===== src/design/dcache_pkg.sv =====
package dcache_pkg;

    // cache geometry
    localparam int tag_w     = 20;
    localparam int index_w   = 8;
    localparam int offset_w  = 4;
    localparam int num_sets  = 256;
    localparam int num_banks = 4;
    localparam int word_w    = 32;
    localparam int line_w    = 128;

    // replacement lfsr reset value
    localparam logic [7:0] lfsr_seed = 8'h01;

    // main state machine codes
    localparam logic [2:0] st_idle    = 3'd0;
    localparam logic [2:0] st_lookup  = 3'd1;
    localparam logic [2:0] st_miss    = 3'd2;
    localparam logic [2:0] st_replace = 3'd3;
    localparam logic [2:0] st_refill  = 3'd4;

    // store buffer states
    localparam logic sb_idle  = 1'b0;
    localparam logic sb_write = 1'b1;

    // one address word, either flat or split into cache fields
    typedef union packed {
        logic [31:0] raw;
        struct packed {
            logic [tag_w-1:0]   tag;
            logic [index_w-1:0] index;
            logic [1:0]         bank;
            logic [1:0]         byte_sel;
        } fields;
    } dcache_addr_u;

endpackage


===== src/design/dcache_main_fsm.sv =====
module dcache_main_fsm (
    input  logic                               clk,
    input  logic                               resetn,
    input  logic                               valid,
    input  logic                               op,
    input  logic [dcache_pkg::index_w-1:0]     index,
    input  logic [dcache_pkg::tag_w-1:0]       tag,
    input  logic [dcache_pkg::offset_w-1:0]    offset,
    input  logic [3:0]                         wstrb,
    input  logic [dcache_pkg::word_w-1:0]      wdata,
    input  logic                               hit,
    input  logic                               conflict,
    input  logic                               victim_valid,
    input  logic                               victim_dirty,
    input  logic [dcache_pkg::tag_w-1:0]       victim_tag,
    input  logic                               rd_rdy,
    input  logic                               ret_valid,
    input  logic                               ret_last,
    input  logic                               wr_rdy,
    output logic                               addr_ok,
    output logic                               data_ok,
    output logic                               state_idle,
    output logic                               state_lookup,
    output logic                               state_refill,
    output logic                               store_hit,
    output logic                               req_op,
    output logic [dcache_pkg::index_w-1:0]     req_index,
    output logic [dcache_pkg::tag_w-1:0]       req_tag,
    output logic [dcache_pkg::offset_w-1:0]    req_offset,
    output logic [3:0]                         req_wstrb,
    output logic [dcache_pkg::word_w-1:0]      req_wdata,
    output logic [1:0]                         refill_cnt,
    output logic                               victim_way,
    output logic [dcache_pkg::tag_w-1:0]       wb_tag,
    output logic                               rd_req,
    output logic                               wr_req
);

    logic [2:0] state_q;
    logic [2:0] state_d;
    logic       state_miss;
    logic       accept;
    logic       refill_done;
    logic       wb_needed;
    logic       wb_valid;
    logic       miss_first;
    logic [7:0] lfsr;

    assign state_idle   = state_q == dcache_pkg::st_idle;
    assign state_lookup = state_q == dcache_pkg::st_lookup;
    assign state_miss   = state_q == dcache_pkg::st_miss;
    assign state_refill = state_q == dcache_pkg::st_refill;

    assign addr_ok     = (state_idle | (state_lookup & hit)) & ~conflict;
    assign accept      = valid & addr_ok;
    assign store_hit   = state_lookup & hit & req_op;
    assign refill_done = state_refill & ret_valid & ret_last;

    // stores answer in lookup, load misses on their own refill word
    assign data_ok = (state_lookup & (hit | req_op))
                   | (state_refill & ret_valid & ~req_op & (refill_cnt == req_offset[3:2]));

    // first miss cycle lets the banks settle on the victim set
    assign wb_needed = wb_valid & victim_dirty;
    assign wr_req    = state_miss & ~miss_first & wb_needed;
    assign rd_req    = state_q == dcache_pkg::st_replace;

    always_comb begin
        state_d = state_q;
        case (state_q)
            dcache_pkg::st_idle: begin
                if (accept) begin
                    state_d = dcache_pkg::st_lookup;
                end
            end
            dcache_pkg::st_lookup: begin
                if (!hit) begin
                    state_d = dcache_pkg::st_miss;
                end else if (accept) begin
                    state_d = dcache_pkg::st_lookup;
                end else begin
                    state_d = dcache_pkg::st_idle;
                end
            end
            dcache_pkg::st_miss: begin
                if (!wb_needed || (wr_req && wr_rdy)) begin
                    state_d = dcache_pkg::st_replace;
                end
            end
            dcache_pkg::st_replace: begin
                if (rd_rdy) begin
                    state_d = dcache_pkg::st_refill;
                end
            end
            dcache_pkg::st_refill: begin
                if (refill_done) begin
                    state_d = dcache_pkg::st_idle;
                end
            end
            default: begin
                state_d = dcache_pkg::st_idle;
            end
        endcase
    end

    always_ff @(posedge clk) begin
        if (!resetn) begin
            state_q    <= dcache_pkg::st_idle;
            miss_first <= 1'b0;
            refill_cnt <= 2'd0;
            lfsr       <= dcache_pkg::lfsr_seed;
        end else begin
            state_q    <= state_d;
            miss_first <= state_lookup;
            if (refill_done) begin
                refill_cnt <= 2'd0;
                lfsr       <= {lfsr[6:0], lfsr[7] ^ lfsr[5] ^ lfsr[4] ^ lfsr[3]};
            end else if (state_refill && ret_valid) begin
                refill_cnt <= refill_cnt + 2'd1;
            end
        end
    end

    // request buffer
    always_ff @(posedge clk) begin
        if (accept) begin
            req_op     <= op;
            req_index  <= index;
            req_tag    <= tag;
            req_offset <= offset;
            req_wstrb  <= wstrb;
            req_wdata  <= wdata;
        end
    end

    // lookup still shows the request's set, so keep the victim from there
    always_ff @(posedge clk) begin
        if (state_lookup) begin
            wb_tag   <= victim_tag;
            wb_valid <= victim_valid;
        end
    end

    assign victim_way = lfsr[0];

endmodule


===== config.mk =====
export PLATFORM = sky130hd
export DESIGN_NAME = dcache_main_fsm
export DESIGN_NICKNAME = d
export VERILOG_FILES = /design/src/design/dcache_pkg.sv /design/src/design/dcache_main_fsm.sv
export SDC_FILE = /design/constraint.sdc
export NUM_CORES = 1
export LEC_CHECK = 0
export ABC_AREA = 1
export BUFFER_PORTS_ARGS = -buffer_cell sky130_fd_sc_hd__buf_2
export CAP_MARGIN = 20
export CORE_MARGIN = 10
export CORE_UTILIZATION = 39
export DETAILED_ROUTE_END_ITERATION = 6
export GPL_ROUTABILITY_DRIVEN = 1
export PLACE_DENSITY = 0.85
export SYNTH_ARGS = -nofsm -noshare
export SYNTH_HDL_FRONTEND = slang
export SYNTH_SLANG_ARGS = --single-unit

===== constraint.sdc =====
create_clock -name clk -period 3.5 [get_ports clk]
set_clock_uncertainty 0.2 [all_clocks]
set_input_delay 0.875 -clock clk [delete_from_list [all_inputs] [get_ports clk]]
set_output_delay 0.875 -clock clk [all_outputs]
set_load 0.005 [all_outputs]

==> results.py <==
metrics = {
    "setup_path": {
        "reg2reg_slack_ns": 1.25,
        "worst_path_max_delay_cell": "a21oi_2",
        "rr_endpoint": "req_index[4]",
        "end_kind": "output pin",
        "r2r_start": "state_q[0]",
        "reg2reg_depth": 6,
        "worst_setup_path_start_kind": "input port",
        "crit_arrival_ns": 1.48,
        "crit_required_ns": 2.42,
        "crit_buf_inv": 4,
        "cp_top_family": "buffers and inverters",
        "slowest_delay_ns": 0.13,
        "worstPathMaxFanout": 3,
        "crit_chain": "buf_2 -> inv_1 -> nor2_1 -> inv_1 -> a21oi_2 -> buf_2",
        "crit_type": "input port to output pin",
    },
    "synthesis": {
        "synth_warnings": 0,
        "syn_inst": 199,
        "syn_nets": 299,
        "synth_area_um2": 3440,
        "avgSynthCellArea_um2": 17.3,
        "synth_flop_cell": "edfxtp_1",
        "ys_ff_latch": 104,
        "yosys.cell_count.top_type": "edfxtp_1",
        "ys_top_cells_by_count": "edfxtp_1 (90), nand2_1 (26), nor2_1 (15)",
        "ys_seq_area_frac": 0.867,
        "synth_edf_count": 90,
        "synth-async-reset-ratio": 0,
        "synth_top_area_share": 0.785,
        "synth.largest_area_cell": "edfxtp_1",
        "yosys-top-cells-area": "edfxtp_1 (79%), dfxtp_1 (8.1%), nand2_1 (2.8%)",
        "netlist-cell-type-count": 24,
    },
    "grt": {
        "grt_pass1_vias": 2630,
        "grt_use_total": 0.140,
        "grt_max_degree": 54,
        "grt_pass1_wl_um": 14000,
        "grt-ovfl-total": 0,
        "antenna_found_initial": 0,
    },
    "die": {
        "dieArea_um2": 13000,
        "die_w_um": 114,
        "die_h_um": 114,
        "pin_count": 200,
        "coreArea_um2": 8640,
        "rows": 34,
        "initial_core_util": 0.398,
    },
    "status": {
        "status": "completed",
    },
    "sta": {
        "maxSlewViolCount": 0,
        "layout_min_cycle_time_ns": 2.56,
        "setup_viol": 0,
        "post-route-period-util": 0.731,
        "slew_headroom": 0.697,
        "hold_viol_final": 0,
        "timing.fmax_ghz": 0.391,
        "setup-tns-final_ns": 0,
        "rsz0062_at_grt": "no",
        "worst_pin_slew_ns": 0.454,
        "setup_ws_ns": 0.941,
    },
    "cts": {
        "clk_latency_ns": 0.36,
        "cts.clk_slew.worst_paths_ns": 0.11,
        "post_cts_buffers": 0,
        "clock_sinks": 104,
        "cts_tree": "done",
        "numCtsBuffers": 9,
        "cts-root-buf": "clkbuf_8",
        "ctsResizeCount": 0,
        "cts_buffer_depth": 2,
        "htreeDepth": 3,
        "hold_buffers": 0,
    },
    "pwr": {
        "p_int_mw": 2.19,
        "clkPwrFrac": 0.258,
        "p_leak_nw": 2.08,
        "pwr-share-seq": 0.542,
        "peakVddDrop_mv": 0.346,
        "p_sw_frac": 0.285,
        "p_per_area_nw_per_um2": 636,
        "p_switching_mw": 0.874,
        "comb_power_share": 0.200,
    },
    "final_layout": {
        "n_antenna_cell": 0,
        "drive_gt1_frac": 0.553,
        "fin_cells": 524,
        "final_net_count": 511,
        "syn2layout_area_growth_pct": 40.1,
    },
    "placement": {
        "dpl_worst_slack_ns": 0.784,
        "io_buffer_count": 199,
        "dp_hpwl_um": 7740,
        "routabilityCongestion": 0.786,
        "dp_cells": 508,
    },
    "hold_path": {
        "min_to": "lfsr[7]",
        "min_path_cells": 2,
        "min_from": "lfsr[6]",
        "hold_class": "flip-flop to flip-flop",
    },
    "drt": {
        "vias_per_cell": 4.56,
        "first_iter_violations": 153,
        "drc": 0,
        "drtPass1Iterations": 4,
        "wirelength_um": 9480,
        "wl_per_cell_um": 18.1,
        "vias": 2390,
        "antenna_left": 0,
    },
    "job": {
        "maxCapViolations": 0,
    },
}
-- placed cells by master (no fill, tap or decap), drive strengths merged, types with 2 or more instances in the layout --
| master | n |
|---|---|
| clkinv | 4 |
| nand2 | 29 |
| nand3 | 4 |
| inv | 20 |
| clkbuf | 9 |
| dfxtp | 14 |
| nor3 | 2 |
| a21oi | 12 |
| o21ai | 5 |
| edfxtp | 90 |
| nor2 | 17 |
| buf | 201 |
| xnor2 | 3 |
-- worst register-to-register path, cell delays in order, from the launching register on --
cell	delay (ns)
dfxtp_1	0.40
nand3_1	0.15
nor2_1	0.14
inv_1	0.08
a21oi_2	0.13
and2_2	0.45
buf_12	0.35
-- worst max-delay path by stage --
stage                from            end  slack (ns)  depth (start not counted)
6_report              hit        addr_ok        0.94                          6
5_1_grt        state_q[1]   state_lookup        0.82                          5
4_1_cts        state_q[0]   state_lookup        0.91                          4
3_5_place_dp          hit  req_wdata[28]        0.78                          7
3_3_place_gp          hit  req_wdata[28]        0.86                          7
2_1_floorplan         hit   req_index[0]        0.74                          5
-- layer usage --
layer | part of all wire | global-route usage | routed length, µm | vias up
li1 | - | - | - | 1133
met1 | 0.36 | 0.145 | 3420 | 1116
met2 | 0.51 | 0.241 | 4860 | 128
met3 | 0.11 | 0.0703 | 1050 | 13
met4 | 0.016 | 0.0434 | 154 | 0
met5 | 0 | 0 | 0 | -
-- flip-flops by register name, summed over array words and instances (netlist names) --
signal,cells
req_op,1
req_wstrb,4
miss_first,1
state_q,3
wb_tag,20
req_wdata,32
lfsr,8
req_offset,4
refill_cnt,2
wb_valid,1
req_tag,20
req_index,8
-- power by group through the flow --
stage          combinational (mW)  sequential [mW]  clock [mW]
2_1_floorplan               0.243             1.72           0
3_3_place_gp                0.603             1.68           0
3_5_place_dp                0.627             1.69           0
4_1_cts                     0.630             1.67       0.818
5_1_grt                     0.691             1.68       0.869
6_report                    0.614             1.66       0.793
-- cell families after synthesis --
group                  count (synthesis)  synth area share
AND/OR/NAND/NOR                       55            0.0742
buffers and inverters                 18            0.0211
XOR/XNOR                               3           0.00764
AO/OA/AOI/OAI                         19            0.0302
flip-flops                           104             0.867
-- cell type report --
cell class | count | area, µm²
Timing Repair Buffer | 201 | 1020
Clock inverter | 7 | 97.6
Clock buffer | 9 | 124
Inverter | 18 | 72.6
Multi-Input combinational cell | 77 | 387
Fill cell | 748 | 3810
Tap cell | 108 | 135
Sequential cell | 104 | 2980
-- metrics by stage --
stage / cell area [µm²] / power (mW) / hold slack (ns) / utilization
6_report: 4820 / 3.07 / 0.258 / 0.558
4_1_cts: 4820 / 3.11 / 0.262 / 0.558
3_5_place_dp: 4600 / 2.32 / 0.262 / 0.533
2_1_floorplan: 3440 / 1.96 / 0.239 / -
3_3_place_gp: 4600 / 2.28 / 0.245 / 0.533
5_1_grt: 4820 / 3.24 / 0.263 / 0.558
Note: power is estimated with default switching activity, not from simulation.
