$ cat config.mk
export PLATFORM = sky130hd
export DESIGN_NAME = dcache_store_buffer
export DESIGN_NICKNAME = d
export VERILOG_FILES = /design/src/design/dcache_pkg.sv /design/src/design/dcache_store_buffer.sv
export SDC_FILE = /design/constraint.sdc
export NUM_CORES = 1
export LEC_CHECK = 0
export BUFFER_PORTS_ARGS = -buffer_cell sky130_fd_sc_hd__buf_4
export CAP_MARGIN = 10
export CORE_AREA = 2 2 63 65
export CTS_CLUSTER_SIZE = 10
export DETAILED_ROUTE_END_ITERATION = 10
export DIE_AREA = 0 0 65 67
export GPL_TIMING_DRIVEN = 0
export MAX_ROUTING_LAYER = met4
export PLACE_DENSITY = 0.8
export RECOVER_POWER = 50
export SLEW_MARGIN = 20
export SYNTH_ARGS = -nofsm -noshare
export SYNTH_HDL_FRONTEND = slang
export SYNTH_SLANG_ARGS = --single-unit
$ cat constraint.sdc
create_clock -name clk -period 0.8 [get_ports clk]
set_input_delay 0.08 -clock clk [delete_from_list [all_inputs] [get_ports clk]]
set_output_delay 0.08 -clock clk [all_outputs]
set_load 0.005 [all_outputs]
$ cat src/design/dcache_pkg.sv
package dcache_pkg;

    // cache geometry
    localparam int tag_w     = 20;
    localparam int index_w   = 8;
    localparam int offset_w  = 4;
    localparam int num_sets  = 256;
    localparam int num_banks = 4;
    localparam int word_w    = 32;
    localparam int line_w    = 128;

    // replacement lfsr reset value
    localparam logic [7:0] lfsr_seed = 8'h01;

    // main state machine codes
    localparam logic [2:0] st_idle    = 3'd0;
    localparam logic [2:0] st_lookup  = 3'd1;
    localparam logic [2:0] st_miss    = 3'd2;
    localparam logic [2:0] st_replace = 3'd3;
    localparam logic [2:0] st_refill  = 3'd4;

    // store buffer states
    localparam logic sb_idle  = 1'b0;
    localparam logic sb_write = 1'b1;

    // one address word, either flat or split into cache fields
    typedef union packed {
        logic [31:0] raw;
        struct packed {
            logic [tag_w-1:0]   tag;
            logic [index_w-1:0] index;
            logic [1:0]         bank;
            logic [1:0]         byte_sel;
        } fields;
    } dcache_addr_u;

endpackage

$ cat src/design/dcache_store_buffer.sv
module dcache_store_buffer (
    input  logic                               clk,
    input  logic                               resetn,
    input  logic                               load,
    input  logic                               hit_way,
    input  logic [dcache_pkg::index_w-1:0]     req_index,
    input  logic [1:0]                         req_bank,
    input  logic [3:0]                         req_wstrb,
    input  logic [dcache_pkg::word_w-1:0]      req_wdata,
    output logic                               pending,
    output logic                               buf_way,
    output logic [dcache_pkg::index_w-1:0]     buf_index,
    output logic [1:0]                         buf_bank,
    output logic [3:0]                         buf_wstrb,
    output logic [dcache_pkg::word_w-1:0]      buf_wdata
);

    logic state_q;
    logic state_d;

    // a store hit in lookup always moves to write, back to back included
    assign state_d = load ? dcache_pkg::sb_write : dcache_pkg::sb_idle;

    always_ff @(posedge clk) begin
        if (!resetn) begin
            state_q <= dcache_pkg::sb_idle;
        end else begin
            state_q <= state_d;
        end
    end

    always_ff @(posedge clk) begin
        if (load) begin
            buf_way   <= hit_way;
            buf_index <= req_index;
            buf_bank  <= req_bank;
            buf_wstrb <= req_wstrb;
            buf_wdata <= req_wdata;
        end
    end

    assign pending = state_q == dcache_pkg::sb_write;

endmodule

==> out/summary.log, run 1 <==
qor: grt.first_global_vias 1,156
qor: synthesis.synth_commonest_cells 47 x sky130_fd_sc_hd__edfxtp_1, 1 x sky130_fd_sc_hd__and2_1, 1 x sky130_fd_sc_hd__dfxtp_1
qor: placement.dpl-instance-area 2230 um2
qor: timing.worst_slew_margin_rel 0.574
qor: clocking.numCtsBuffers 5
qor: outcome.status finished with violations
qor: drt.vias_cell 4.44
qor: grt.antenna_violations_before_repair 0
qor: die.floorplan.die.width 65 um
qor: placement.port_buffers 97
qor: synthesis.synthesis.instances 49
qor: timing.final_critical_path_setup_slack -0.176 ns
qor: power_and_ir_drop.power.total 0.00529 W
qor: synthesis.syn_nets 99
qor: timing.drv_slew 0
qor: synthesis.share_of_async_settable_or_async_resettable_flops_after_synthesis 0
qor: synthesis.yosys-top-cells-area sky130_fd_sc_hd__edfxtp_1 98%, sky130_fd_sc_hd__dfxtp_1 1.4%, sky130_fd_sc_hd__and2_1 0.44%
qor: finish.antenna_cells 0
qor: worst_setup_path.critical_path.endpoint_type output pin
qor: drt.drt_first_pass_iters 4
qor: finish.final_area 2880 um2
qor: synthesis.yosysTopAreaCellShare 0.982
qor: placement.preCtsSetupSlack -0.130 ns
qor: worst_setup_path.cp_max_stage_cell sky130_fd_sc_hd__edfxtp_1
qor: synthesis.part_of_the_yosys_area_used_for_sequential_elements 0.996
qor: finish.design.final.nets 251
qor: drt.number_of_remaining_drc_errors 0
qor: drt.via_count 1,109
qor: hold_path.holdPathStages 1
qor: finish.area_growth_syn_to_layout 100%
qor: clocking.tritoncts yes
qor: hold_path.min_path_type primary input to register
qor: synthesis.ys_flop_type sky130_fd_sc_hd__edfxtp_1
qor: worst_setup_path.worstSetupPathType register to output pin
qor: worst_setup_path.critical-path-top-delay-family flip-flops
qor: clocking.cts_buffer_depth 2
qor: drt.routed_wirelength 4700 um
qor: worst_setup_path.cp_max_fo 1
qor: worst_setup_path.slowest_delay 0.43 ns
qor: power_and_ir_drop.static-leakage-power 1.20 nW
qor: timing.rsz0062_at_grt yes
qor: worst_setup_path.cp.buffers_inverters 1
qor: synthesis.syn_std_cell_area 1440 um2
qor: grt.grt_remaining_overflow 0
qor: worst_setup_path.critPathRequiredTime 0.72 ns
qor: die.die_area 4360 um2
qor: job.max_cap_violations 0
qor: clocking.clock_sink_count 48
qor: die.initial_utilization 0.399
qor: grt.grt_max_degree 49
qor: clocking.h-tree-depth 2
qor: finish.nFillCells 177
qor: hold_path.min_delay_worst_endpoint buf_wdata[12]$_DFFE_PP_
qor: placement.global_placer_s_final_weighted_congestion 0.646
qor: finish.layout_cells_sized_above_1 0.520
qor: drt.route.antenna.remaining_nets 0
qor: timing.hold_slack 0.446 ns
qor: worst_setup_path.worstPathCellList buf_4
qor: die.number_of_placed_i_o_pins 98
qor: timing.final_hold_viol_count 0
qor: synthesis.synthMostInstantiatedCell sky130_fd_sc_hd__edfxtp_1
qor: timing.max_freq 1.02 GHz
qor: die.placeableCoreArea 3610 um2
qor: drt.post_drt_wl_per_cell 18.8 um
qor: power_and_ir_drop.p_per_area 1830 nW/um2
qor: clocking.clock_transition_time_at_the_flip_flop_clock_pins_of_the_worst_setup_and_hold_paths 0.10 ns
qor: die.die_h 67 um
qor: synthesis.synth_seq_cells 48
qor: clocking.clk_root_buffer_cell sky130_fd_sc_hd__clkbuf_8
qor: worst_setup_path.timing.critical_path.from_type register
qor: synthesis.yosys.area.top_type sky130_fd_sc_hd__edfxtp_1
qor: drt.drt-initial-drc-count 51
qor: timing.fin_crit_sh 1.22
qor: synthesis.synth_cell_types 3
qor: synthesis.syn-mean-instance-area 29.3 um2
qor: outcome.failed_checks negative setup slack
qor: worst_setup_path.cp_data_arrival_time 0.90 ns
qor: synthesis.synth_enable_flop_cells 47
qor: hold_path.min-delay-start load
qor: grt.grt.total_usage 0.213
qor: timing.tightest_slew 0.638 ns
qor: clocking.post-cts-setup-buffers 0
qor: timing.setup_viol 47
qor: grt.grt_first_pass_wirelength 6120 um
qor: die.num_rows 22
qor: timing.period_minus_slack 0.976 ns
qor: power_and_ir_drop.maximum_vdd_drop 1.36 mV
qor: synthesis.yosys_warnings 0
[area by class of cell]
type,instances,area [um2],area share
sequential,48,1430,0.497
timing repair buffer,145,1290,0.449
clock buffer,5,68.8,0.0239
tap,48,60.1,0.0208
clock inverter,3,18.8,0.00651
multi-input combinational,1,6.26,0.00217
[registers in the layout, summed over array words and instances (netlist names)]
| register | cells |
|---|---|
| buf_way | 1 |
| buf_index | 8 |
| buf_bank | 2 |
| pending | 1 |
| buf_wdata | 32 |
| buf_wstrb | 4 |
[cells by family after synthesis]
logic type    synth area share
simple gates           0.00435
flops                    0.996
[per-stage QoR]
stage | utilization | std cells | TNS [ns]
5_1_grt | 0.799 | 250 | -6.64
2_1_floorplan | - | 49 | 0
4_1_cts | 0.776 | 250 | -4.57
6_report | 0.799 | 250 | -5.13
3_3_place_gp | 0.617 | 194 | -5.34
3_5_place_dp | 0.617 | 194 | -6.07
[per-layer routing]
metal	global-route usage	vias up	wire (um)
li1	-	497	-
met1	0.213	538	1740
met2	0.393	69	2520
met3	0.0726	5	389
met4	0.0638	0	46
met5	-	-	0
[report_power, final]
| part | switching, W | total, W | internal, W |
|---|---|---|---|
| logic | 0.000247 | 0.000817 | 0.000570 |
| registers | 0.0000865 | 0.00307 | 0.00298 |
| clock network | 0.000798 | 0.00140 | 0.000604 |
[layout by cell type, fill, tap and decap left out, drive strengths merged]
master | netlist | layout
and2 | 1 | 1
buf | 0 | 96
clkbuf | 0 | 6
clkinv | 0 | 1
clkinvlp | 0 | 2
dfxtp | 1 | 1
dlygate4sd3 | 0 | 48
edfxtp | 47 | 47
[worst max-delay path by stage]
stage | start | endpoint | slack (ns) | depth (start not counted)
final | buf_index[1]$_DFFE_PP_ | buf_index[1] | -0.18 | 1
after detailed placement | load | buf_wdata[24]$_DFFE_PP_ | -0.13 | 1
after global routing | buf_wdata[12]$_DFFE_PP_ | buf_wdata[12] | -0.20 | 1
after CTS | buf_wdata[25]$_DFFE_PP_ | buf_wdata[25] | -0.13 | 1
after floorplan | buf_bank[0]$_DFFE_PP_ | buf_bank[0] | 0.36 | 0
after global placement | load | buf_wdata[15]$_DFFE_PP_ | -0.12 | 1
[timing repair]
item,in CTS,in global routing
hold buffers,48,0
endpoints found under the hold margin,48,0
cloned,0,0
gates resized for setup,1,23
setup endpoints to repair,48,48
No activity file was read; power rests on OpenSTA's default activity.
==> run 2: changes to the inputs <==
--- a/config.mk
+++ b/config.mk
@@ -5,15 +5,15 @@
 export SDC_FILE = /design/constraint.sdc
 export NUM_CORES = 1
 export LEC_CHECK = 0
-export BUFFER_PORTS_ARGS = -buffer_cell sky130_fd_sc_hd__buf_4
 export CAP_MARGIN = 10
-export CORE_AREA = 2 2 63 65
+export CORE_AREA = 2 2 53 55
 export CTS_CLUSTER_SIZE = 10
 export DETAILED_ROUTE_END_ITERATION = 10
-export DIE_AREA = 0 0 65 67
+export DIE_AREA = 0 0 55 57
+export DONT_BUFFER_PORTS = 1
 export GPL_TIMING_DRIVEN = 0
 export MAX_ROUTING_LAYER = met4
-export PLACE_DENSITY = 0.8
+export PLACE_DENSITY = 0.76
 export RECOVER_POWER = 50
 export SLEW_MARGIN = 20
 export SYNTH_ARGS = -nofsm -noshare
==> run 2 against run 1 <==
Effect of this change: the flow finishes with violations (negative hold slack, negative setup slack); global-route usage is 4.1 points lower; wire length is 46% lower; design area is 30% lower.
==> out/summary.log, run 2 (same netlist as run 1, synthesis figures left out) <==
qor: outcome.failed_checks negative hold slack, negative setup slack
qor: clocking.h-tree-depth 2 [unchanged]
qor: worst_setup_path.critical_path.endpoint_type output pin
qor: grt.antenna_violations_before_repair 0 [unchanged]
qor: die.die_area 3140 um2 [-28%]
qor: hold_path.min-delay-start load
qor: placement.global_placer_s_final_weighted_congestion 0.647 [+0.23%]
qor: clocking.clock_transition_time_at_the_flip_flop_clock_pins_of_the_worst_setup_and_hold_paths 0.13 ns [+0.03 ns]
qor: timing.worst_slew_margin_rel 0.915 [+0.341]
qor: finish.biggestRegsByFlops buf_wdata x32, buf_index x8, buf_wstrb x4
qor: drt.post_drt_wl_per_cell 18.6 um [-1.3%]
qor: timing.period_minus_slack 0.872 ns [-0.104 ns]
qor: finish.final_area 2020 um2 [-30%]
qor: die.num_rows 19 [-14%]
qor: drt.drt_first_pass_iters 4 [unchanged]
qor: timing.final_hold_viol_count 47 [+47]
qor: worst_setup_path.critPathRequiredTime 0.72 ns [about the same]
qor: timing.final_critical_path_setup_slack -0.0723 ns [+0.104 ns]
qor: grt.grt_max_degree 49 [unchanged]
qor: finish.largest_register_ffs 32 [unchanged]
qor: drt.routed_wirelength 2520 um [-46%]
qor: hold_path.holdPathStages 0 [-1]
qor: die.initial_utilization 0.550 [+0.151]
qor: clocking.clock_sink_count 48 [unchanged]
qor: job.max_cap_violations 0 [unchanged]
qor: worst_setup_path.timing.critical_path.from_type register
qor: clocking.cts_hold_buffers 48 [unchanged]
qor: drt.via_count 687 [-38%]
qor: grt.grt.total_usage 0.172 [-0.0413]
qor: timing.setup_viol 47 [unchanged]
qor: power_and_ir_drop.static-leakage-power 0.711 nW [-41%]
qor: drt.route.antenna.remaining_nets 0 [unchanged]
qor: outcome.status finished with violations
qor: timing.hold_slack -0.158 ns [-0.604 ns]
qor: timing.max_freq 1.15 GHz [+12%]
qor: drt.number_of_remaining_drc_errors 0 [unchanged]
qor: hold_path.min_path_type primary input to register
qor: drt.wl_met3 255 um [-34%]
qor: drt.drt-initial-drc-count 24 [-53%]
qor: worst_setup_path.worstSetupPathType register to output pin
qor: grt.grt_first_pass_wirelength 3370 um [-45%]
qor: finish.final_cell_mix 48 x sky130_fd_sc_hd__dlygate4sd3_1, 47 x sky130_fd_sc_hd__edfxtp_1, 5 x sky130_fd_sc_hd__clkbuf_4, 2 x sky130_fd_sc_hd__clkinv_2
qor: die.number_of_placed_i_o_pins 98 [unchanged]
qor: grt.grt_remaining_overflow 0 [unchanged]
qor: finish.layout_cells_sized_above_1 0.0857 [-0.434]
qor: timing.drv_slew 0 [unchanged]
qor: timing.fin_crit_sh 1.09 [-0.130]
qor: power_and_ir_drop.p_per_area 2160 nW/um2 [+18%]
qor: finish.antenna_cells 0 [unchanged]
qor: hold_path.min_delay_worst_endpoint buf_index[3]$_DFFE_PP_
qor: drt.met1Wirelength 837 um [-52%]
qor: finish.layout.cells.most_common sky130_fd_sc_hd__dlygate4sd3_1
qor: worst_setup_path.cp_max_fo 1 [unchanged]
qor: drt.met2_wire_length 1390 um [-45%]
qor: clocking.tritoncts yes
qor: finish.layout.cells.non_filler 136 [-46%]
qor: timing.sum_of_negative_setup_slack -1.61 ns [+3.52 ns]
qor: timing.rsz0062_at_grt yes
qor: placement.port_buffers 0 [-100%]
qor: drt.vias_cell 5.05 [+14%]
qor: placement.dp_cells 80 [-59%]
qor: finish.design.final.nets 154 [-39%]
qor: finish.area_growth_syn_to_layout 40.5%
qor: power_and_ir_drop.maximum_vdd_drop 1.89 mV [+38%]
qor: clocking.cts_buffer_depth 2 [unchanged]
qor: clocking.numCtsBuffers 5 [unchanged]
qor: power_and_ir_drop.power.total 0.00436 W [-17%]
qor: timing.tightest_slew 0.127 ns [-0.511 ns]
qor: die.die_h 57 um [-15%]
qor: placement.dpl-instance-area 1480 um2 [-34%]
qor: grt.first_global_vias 716 [-38%]
qor: clocking.post-cts-setup-buffers 0 [unchanged]
qor: die.floorplan.die.width 55 um [-15%]
qor: die.placeableCoreArea 2620 um2 [-27%]
qor: finish.largest_register buf_wdata
qor: worst_setup_path.cp_data_arrival_time 0.79 ns [-0.11 ns]
qor: clocking.clk_root_buffer_cell sky130_fd_sc_hd__clkbuf_4
qor: drt.topRoutingLayerUsed met4
[run 2: changes by cell type in the layout (fill, tap and decap cells not counted), sizes merged]
cell	previous run	this run
buf	96	0
clkinvlp	2	0
clkinv	1	2
[run 2: per-stage QoR]
step,util,worst slack [ns]
floorplan,-,0.365
global placement,0.565,0.332
detailed placement,0.565,0.316
CTS,0.772,-0.0920
global route,0.772,-0.126
finish,0.772,-0.0723
[run 2: report_power, final]
part	switching [W]	internal, W
registers	0.000102	0.00298
logic	0.0000353	0.000157
clock network	0.000669	0.000419
[run 2: what timing repair did]
action,in CTS,in global routing
resized for setup,0,1
pin swaps,0,0
setup endpoints to repair,47,48
endpoints found under the hold margin,95,47
[run 2: worst max path at each step]
stage | depth (start not counted) | slack (ns) | to | from
after global placement | 0 | 0.33 | buf_wdata[5] | buf_wdata[5]$_DFFE_PP_
after global routing | 0 | -0.13 | buf_wdata[16] | buf_wdata[16]$_DFFE_PP_
after detailed placement | 0 | 0.32 | buf_wdata[16] | buf_wdata[16]$_DFFE_PP_
after floorplan | 0 | 0.36 | buf_bank[0] | buf_bank[0]$_DFFE_PP_
after CTS | 0 | -0.09 | buf_wdata[16] | buf_wdata[16]$_DFFE_PP_
final | 0 | -0.07 | buf_wdata[16] | buf_wdata[16]$_DFFE_PP_
[run 2: metal layers]
layer,track usage,vias to the layer above
met2,0.293,51
met1,0.151,325
met4,0.0732,0
li1,-,305
met3,0.0890,6
met5,-,-
[run 2: area by class of cell]
| cell class | instances | area, um2 |
|---|---|---|
| Tap cell | 31 | 38.8 |
| Clock buffer | 6 | 51.3 |
| Clock inverter | 2 | 10.0 |
| Sequential cell | 48 | 1430 |
| Fill cell | 157 | 596 |
| Multi-Input combinational cell | 1 | 6.26 |
| Timing Repair Buffer | 48 | 480 |
==> run 3: changes to the inputs <==
--- a/config.mk
+++ b/config.mk
@@ -6,14 +6,14 @@
 export NUM_CORES = 1
 export LEC_CHECK = 0
 export CAP_MARGIN = 10
-export CORE_AREA = 2 2 53 55
+export CORE_AREA = 3 3 56 58
 export CTS_CLUSTER_SIZE = 10
 export DETAILED_ROUTE_END_ITERATION = 10
-export DIE_AREA = 0 0 55 57
+export DIE_AREA = 0 0 59 61
 export DONT_BUFFER_PORTS = 1
 export GPL_TIMING_DRIVEN = 0
 export MAX_ROUTING_LAYER = met4
-export PLACE_DENSITY = 0.76
+export PLACE_DENSITY = 0.71
 export RECOVER_POWER = 50
 export SLEW_MARGIN = 20
 export SYNTH_ARGS = -nofsm -noshare
==> run 3 against run 2 <==
Effect of this change: flip-flop and latch count unchanged; cell count unchanged; the run still ends with negative hold slack, negative setup slack left; first-iteration DRC count decreased by 46%; maximum frequency decreased by 0.15%; sequential share of layout area decreased by 0.52 points; clock power increased by 22%; critical path depth unchanged; combinational power about the same; utilization decreased by 2.2 points; sequential power about the same; count of clock-buffer cells in the layout unchanged; hold slack got worse by 0.015 ns.
==> out/summary.log, run 3 (same netlist as run 1, synthesis figures left out) <==
qor: timing.final_hold_viol_count 47 [unchanged]
qor: drt.routed_wirelength 2630 um [+4.2%]
qor: finish.largest_register_ffs 32 [unchanged]
qor: timing.period_minus_slack 0.874 ns [+0.00132 ns]
qor: clocking.clock_sink_count 48 [unchanged]
qor: drt.drt-initial-drc-count 13 [-46%]
qor: finish.biggestRegsByFlops buf_wdata x32, buf_index x8, buf_wstrb x4
qor: power_and_ir_drop.internal_power 0.00380 W [+6.7%]
qor: grt.grt_first_pass_wirelength 3730 um [+11%]
qor: hold_path.min_path_type primary input to register
qor: drt.vias_cell 5.05 [unchanged]
qor: die.number_of_placed_i_o_pins 98 [unchanged]
qor: finish.largest_register buf_wdata
qor: timing.fin_crit_sh 1.09 [+0.00165]
qor: worst_setup_path.cp_max_fo 1 [unchanged]
qor: grt.grt_remaining_overflow 0 [unchanged]
qor: power_and_ir_drop.p_per_area 2260 nW/um2 [+4.8%]
qor: timing.hold_slack -0.173 ns [-0.0146 ns]
qor: worst_setup_path.timing.critical_path.from_type register
qor: timing.drv_slew 0 [unchanged]
qor: outcome.status finished with violations
qor: finish.fin_util 0.751 [-0.0216]
qor: die.die_area 3600 um2 [+15%]
qor: power_and_ir_drop.power.share.clock 0.289 [+0.040]
qor: drt.drt_first_pass_iters 4 [unchanged]
qor: grt.grt_max_degree 49 [unchanged]
qor: power_and_ir_drop.switching_share 0.176 [-0.00861]
qor: drt.met2_wire_length 1270 um [-8.8%]
qor: timing.setup_viol 47 [unchanged]
qor: drt.wl_met3 358 um [+40%]
qor: finish.layout.cells.most_common sky130_fd_sc_hd__dlygate4sd3_1
qor: die.floorplan.die.width 59 um [+7.3%]
qor: die.initial_utilization 0.530 [-0.0193]
qor: job.max_cap_violations 0 [unchanged]
qor: timing.max_freq 1.14 GHz [-0.15%]
qor: clocking.numCtsBuffers 5 [unchanged]
qor: worst_setup_path.cp_data_arrival_time 0.79 ns [about the same]
qor: drt.route.antenna.remaining_nets 0 [unchanged]
qor: hold_path.min_delay_worst_endpoint buf_index[1]$_DFFE_PP_
qor: drt.via_count 687 [unchanged]
qor: drt.post_drt_wl_per_cell 19.3 um [+4.2%]
qor: power_and_ir_drop.share_seq_of_total_power 0.670 [-0.037]
qor: clocking.clock_transition_time_at_the_flip_flop_clock_pins_of_the_worst_setup_and_hold_paths 0.13 ns [about the same]
qor: die.die_h 61 um [+7.0%]
qor: drt.number_of_remaining_drc_errors 0 [unchanged]
qor: worst_setup_path.critical_path.endpoint_type output pin
qor: power_and_ir_drop.power_switching 0.000812 W [+0.63%]
qor: finish.area_growth_syn_to_layout 41.5%
qor: grt.first_global_vias 760 [+6.1%]
qor: hold_path.holdPathStages 0 [unchanged]
qor: finish.final_cell_mix 48 x sky130_fd_sc_hd__dlygate4sd3_1, 47 x sky130_fd_sc_hd__edfxtp_1, 5 x sky130_fd_sc_hd__clkbuf_4
qor: power_and_ir_drop.static-leakage-power 0.715 nW [+0.59%]
qor: grt.grt.total_usage 0.163 [-0.00858]
qor: power_and_ir_drop.maximum_vdd_drop 2.03 mV [+7.8%]
qor: drt.met1Wirelength 913 um [+9.1%]
qor: clocking.cts_buffer_depth 2 [unchanged]
qor: clocking.h-tree-depth 2 [unchanged]
qor: timing.final_critical_path_setup_slack -0.0737 ns [-0.00132 ns]
qor: timing.rsz0062_at_grt yes
qor: timing.worst_slew_margin_rel 0.915 [about the same]
qor: worst_setup_path.worstSetupPathType register to output pin
qor: clocking.clk_root_buffer_cell sky130_fd_sc_hd__clkbuf_4
qor: placement.dpl.hpwl 1540 um
qor: worst_setup_path.critPathRequiredTime 0.72 ns [about the same]
qor: grt.antenna_violations_before_repair 0 [unchanged]
qor: drt.topRoutingLayerUsed met4
qor: hold_path.min-delay-start load
qor: clocking.cts_hold_buffers 48 [unchanged]
qor: die.num_rows 19 [unchanged]
qor: die.placeableCoreArea 2710 um2 [+3.6%]
qor: finish.design.final.nets 154 [unchanged]
qor: clocking.tritoncts yes
qor: power_and_ir_drop.comb_power_share 0.041 [-0.003]
qor: outcome.failed_checks negative hold slack, negative setup slack
qor: finish.layout_cells_sized_above_1 0.0762 [-0.00952]
qor: placement.port_buffers 0 [unchanged]
qor: timing.tightest_slew 0.127 ns [+0.000347 ns]
qor: placement.global_placer_s_final_weighted_congestion 0.589 [-9.0%]
qor: finish.antenna_cells 0 [unchanged]
==> run 3: cell types whose count changed in the layout (fill, tap and decap cells not counted), sizes merged <==
cell	previous run	this run
bufinv	0	1
clkinv	2	1
==> run 3: repair_timing <==
item | 4_1_cts | 5_1_grt
buffers inserted | 0 | 0
resized for setup | 0 | 1
hold endpoints to repair | 95 | 47
endpoints found under the setup margin | 47 | 48
==> run 3: metal layers <==
metal,vias up,GRT usage
met5,-,-
met4,0,0.126
met3,10,0.0894
met2,66,0.241
met1,305,0.159
li1,306,-
==> run 3: metrics by stage <==
stage                     power [W]  TNS, ns  area, um2  std cells  setup slack [ns]
after global routing        0.00478    -4.22       2030        136            -0.121
after floorplan             0.00311        0       1440         49             0.365
after global placement      0.00315        0       1480         80             0.328
after CTS                   0.00464    -2.90       2030        136           -0.0954
final                       0.00461    -1.90       2030        136           -0.0737
after detailed placement    0.00315        0       1480         80             0.317
==> run 3: final cells by class <==
class / instances / area (um2)
sequential: 48 / 1430
fill: 172 / 676
timing repair buffer: 48 / 480
clock buffer: 6 / 41.3
tap: 31 / 38.8
clock inverter: 2 / 35.0
multi-input combinational: 1 / 6.26
==> run 3: worst max-delay path by stage <==
stage	from	endpoint	slack (ns)	cells after the start
2_1_floorplan	buf_bank[0]$_DFFE_PP_	buf_bank[0]	0.36	0
3_3_place_gp	buf_wdata[24]$_DFFE_PP_	buf_wdata[24]	0.33	0
3_5_place_dp	buf_wdata[24]$_DFFE_PP_	buf_wdata[24]	0.32	0
4_1_cts	buf_wdata[24]$_DFFE_PP_	buf_wdata[24]	-0.1	0
5_1_grt	buf_index[0]$_DFFE_PP_	buf_index[0]	-0.12	0
6_report	buf_index[0]$_DFFE_PP_	buf_index[0]	-0.07	0
==> run 3: power by group through the flow <==
stage	registers, W	logic, W	clock network [W]
2_1_floorplan	0.00311	0.00000160	0
3_3_place_gp	0.00315	0.00000176	0
3_5_place_dp	0.00315	0.00000196	0
4_1_cts	0.00309	0.000189	0.00136
5_1_grt	0.00311	0.000206	0.00146
6_report	0.00309	0.000191	0.00133
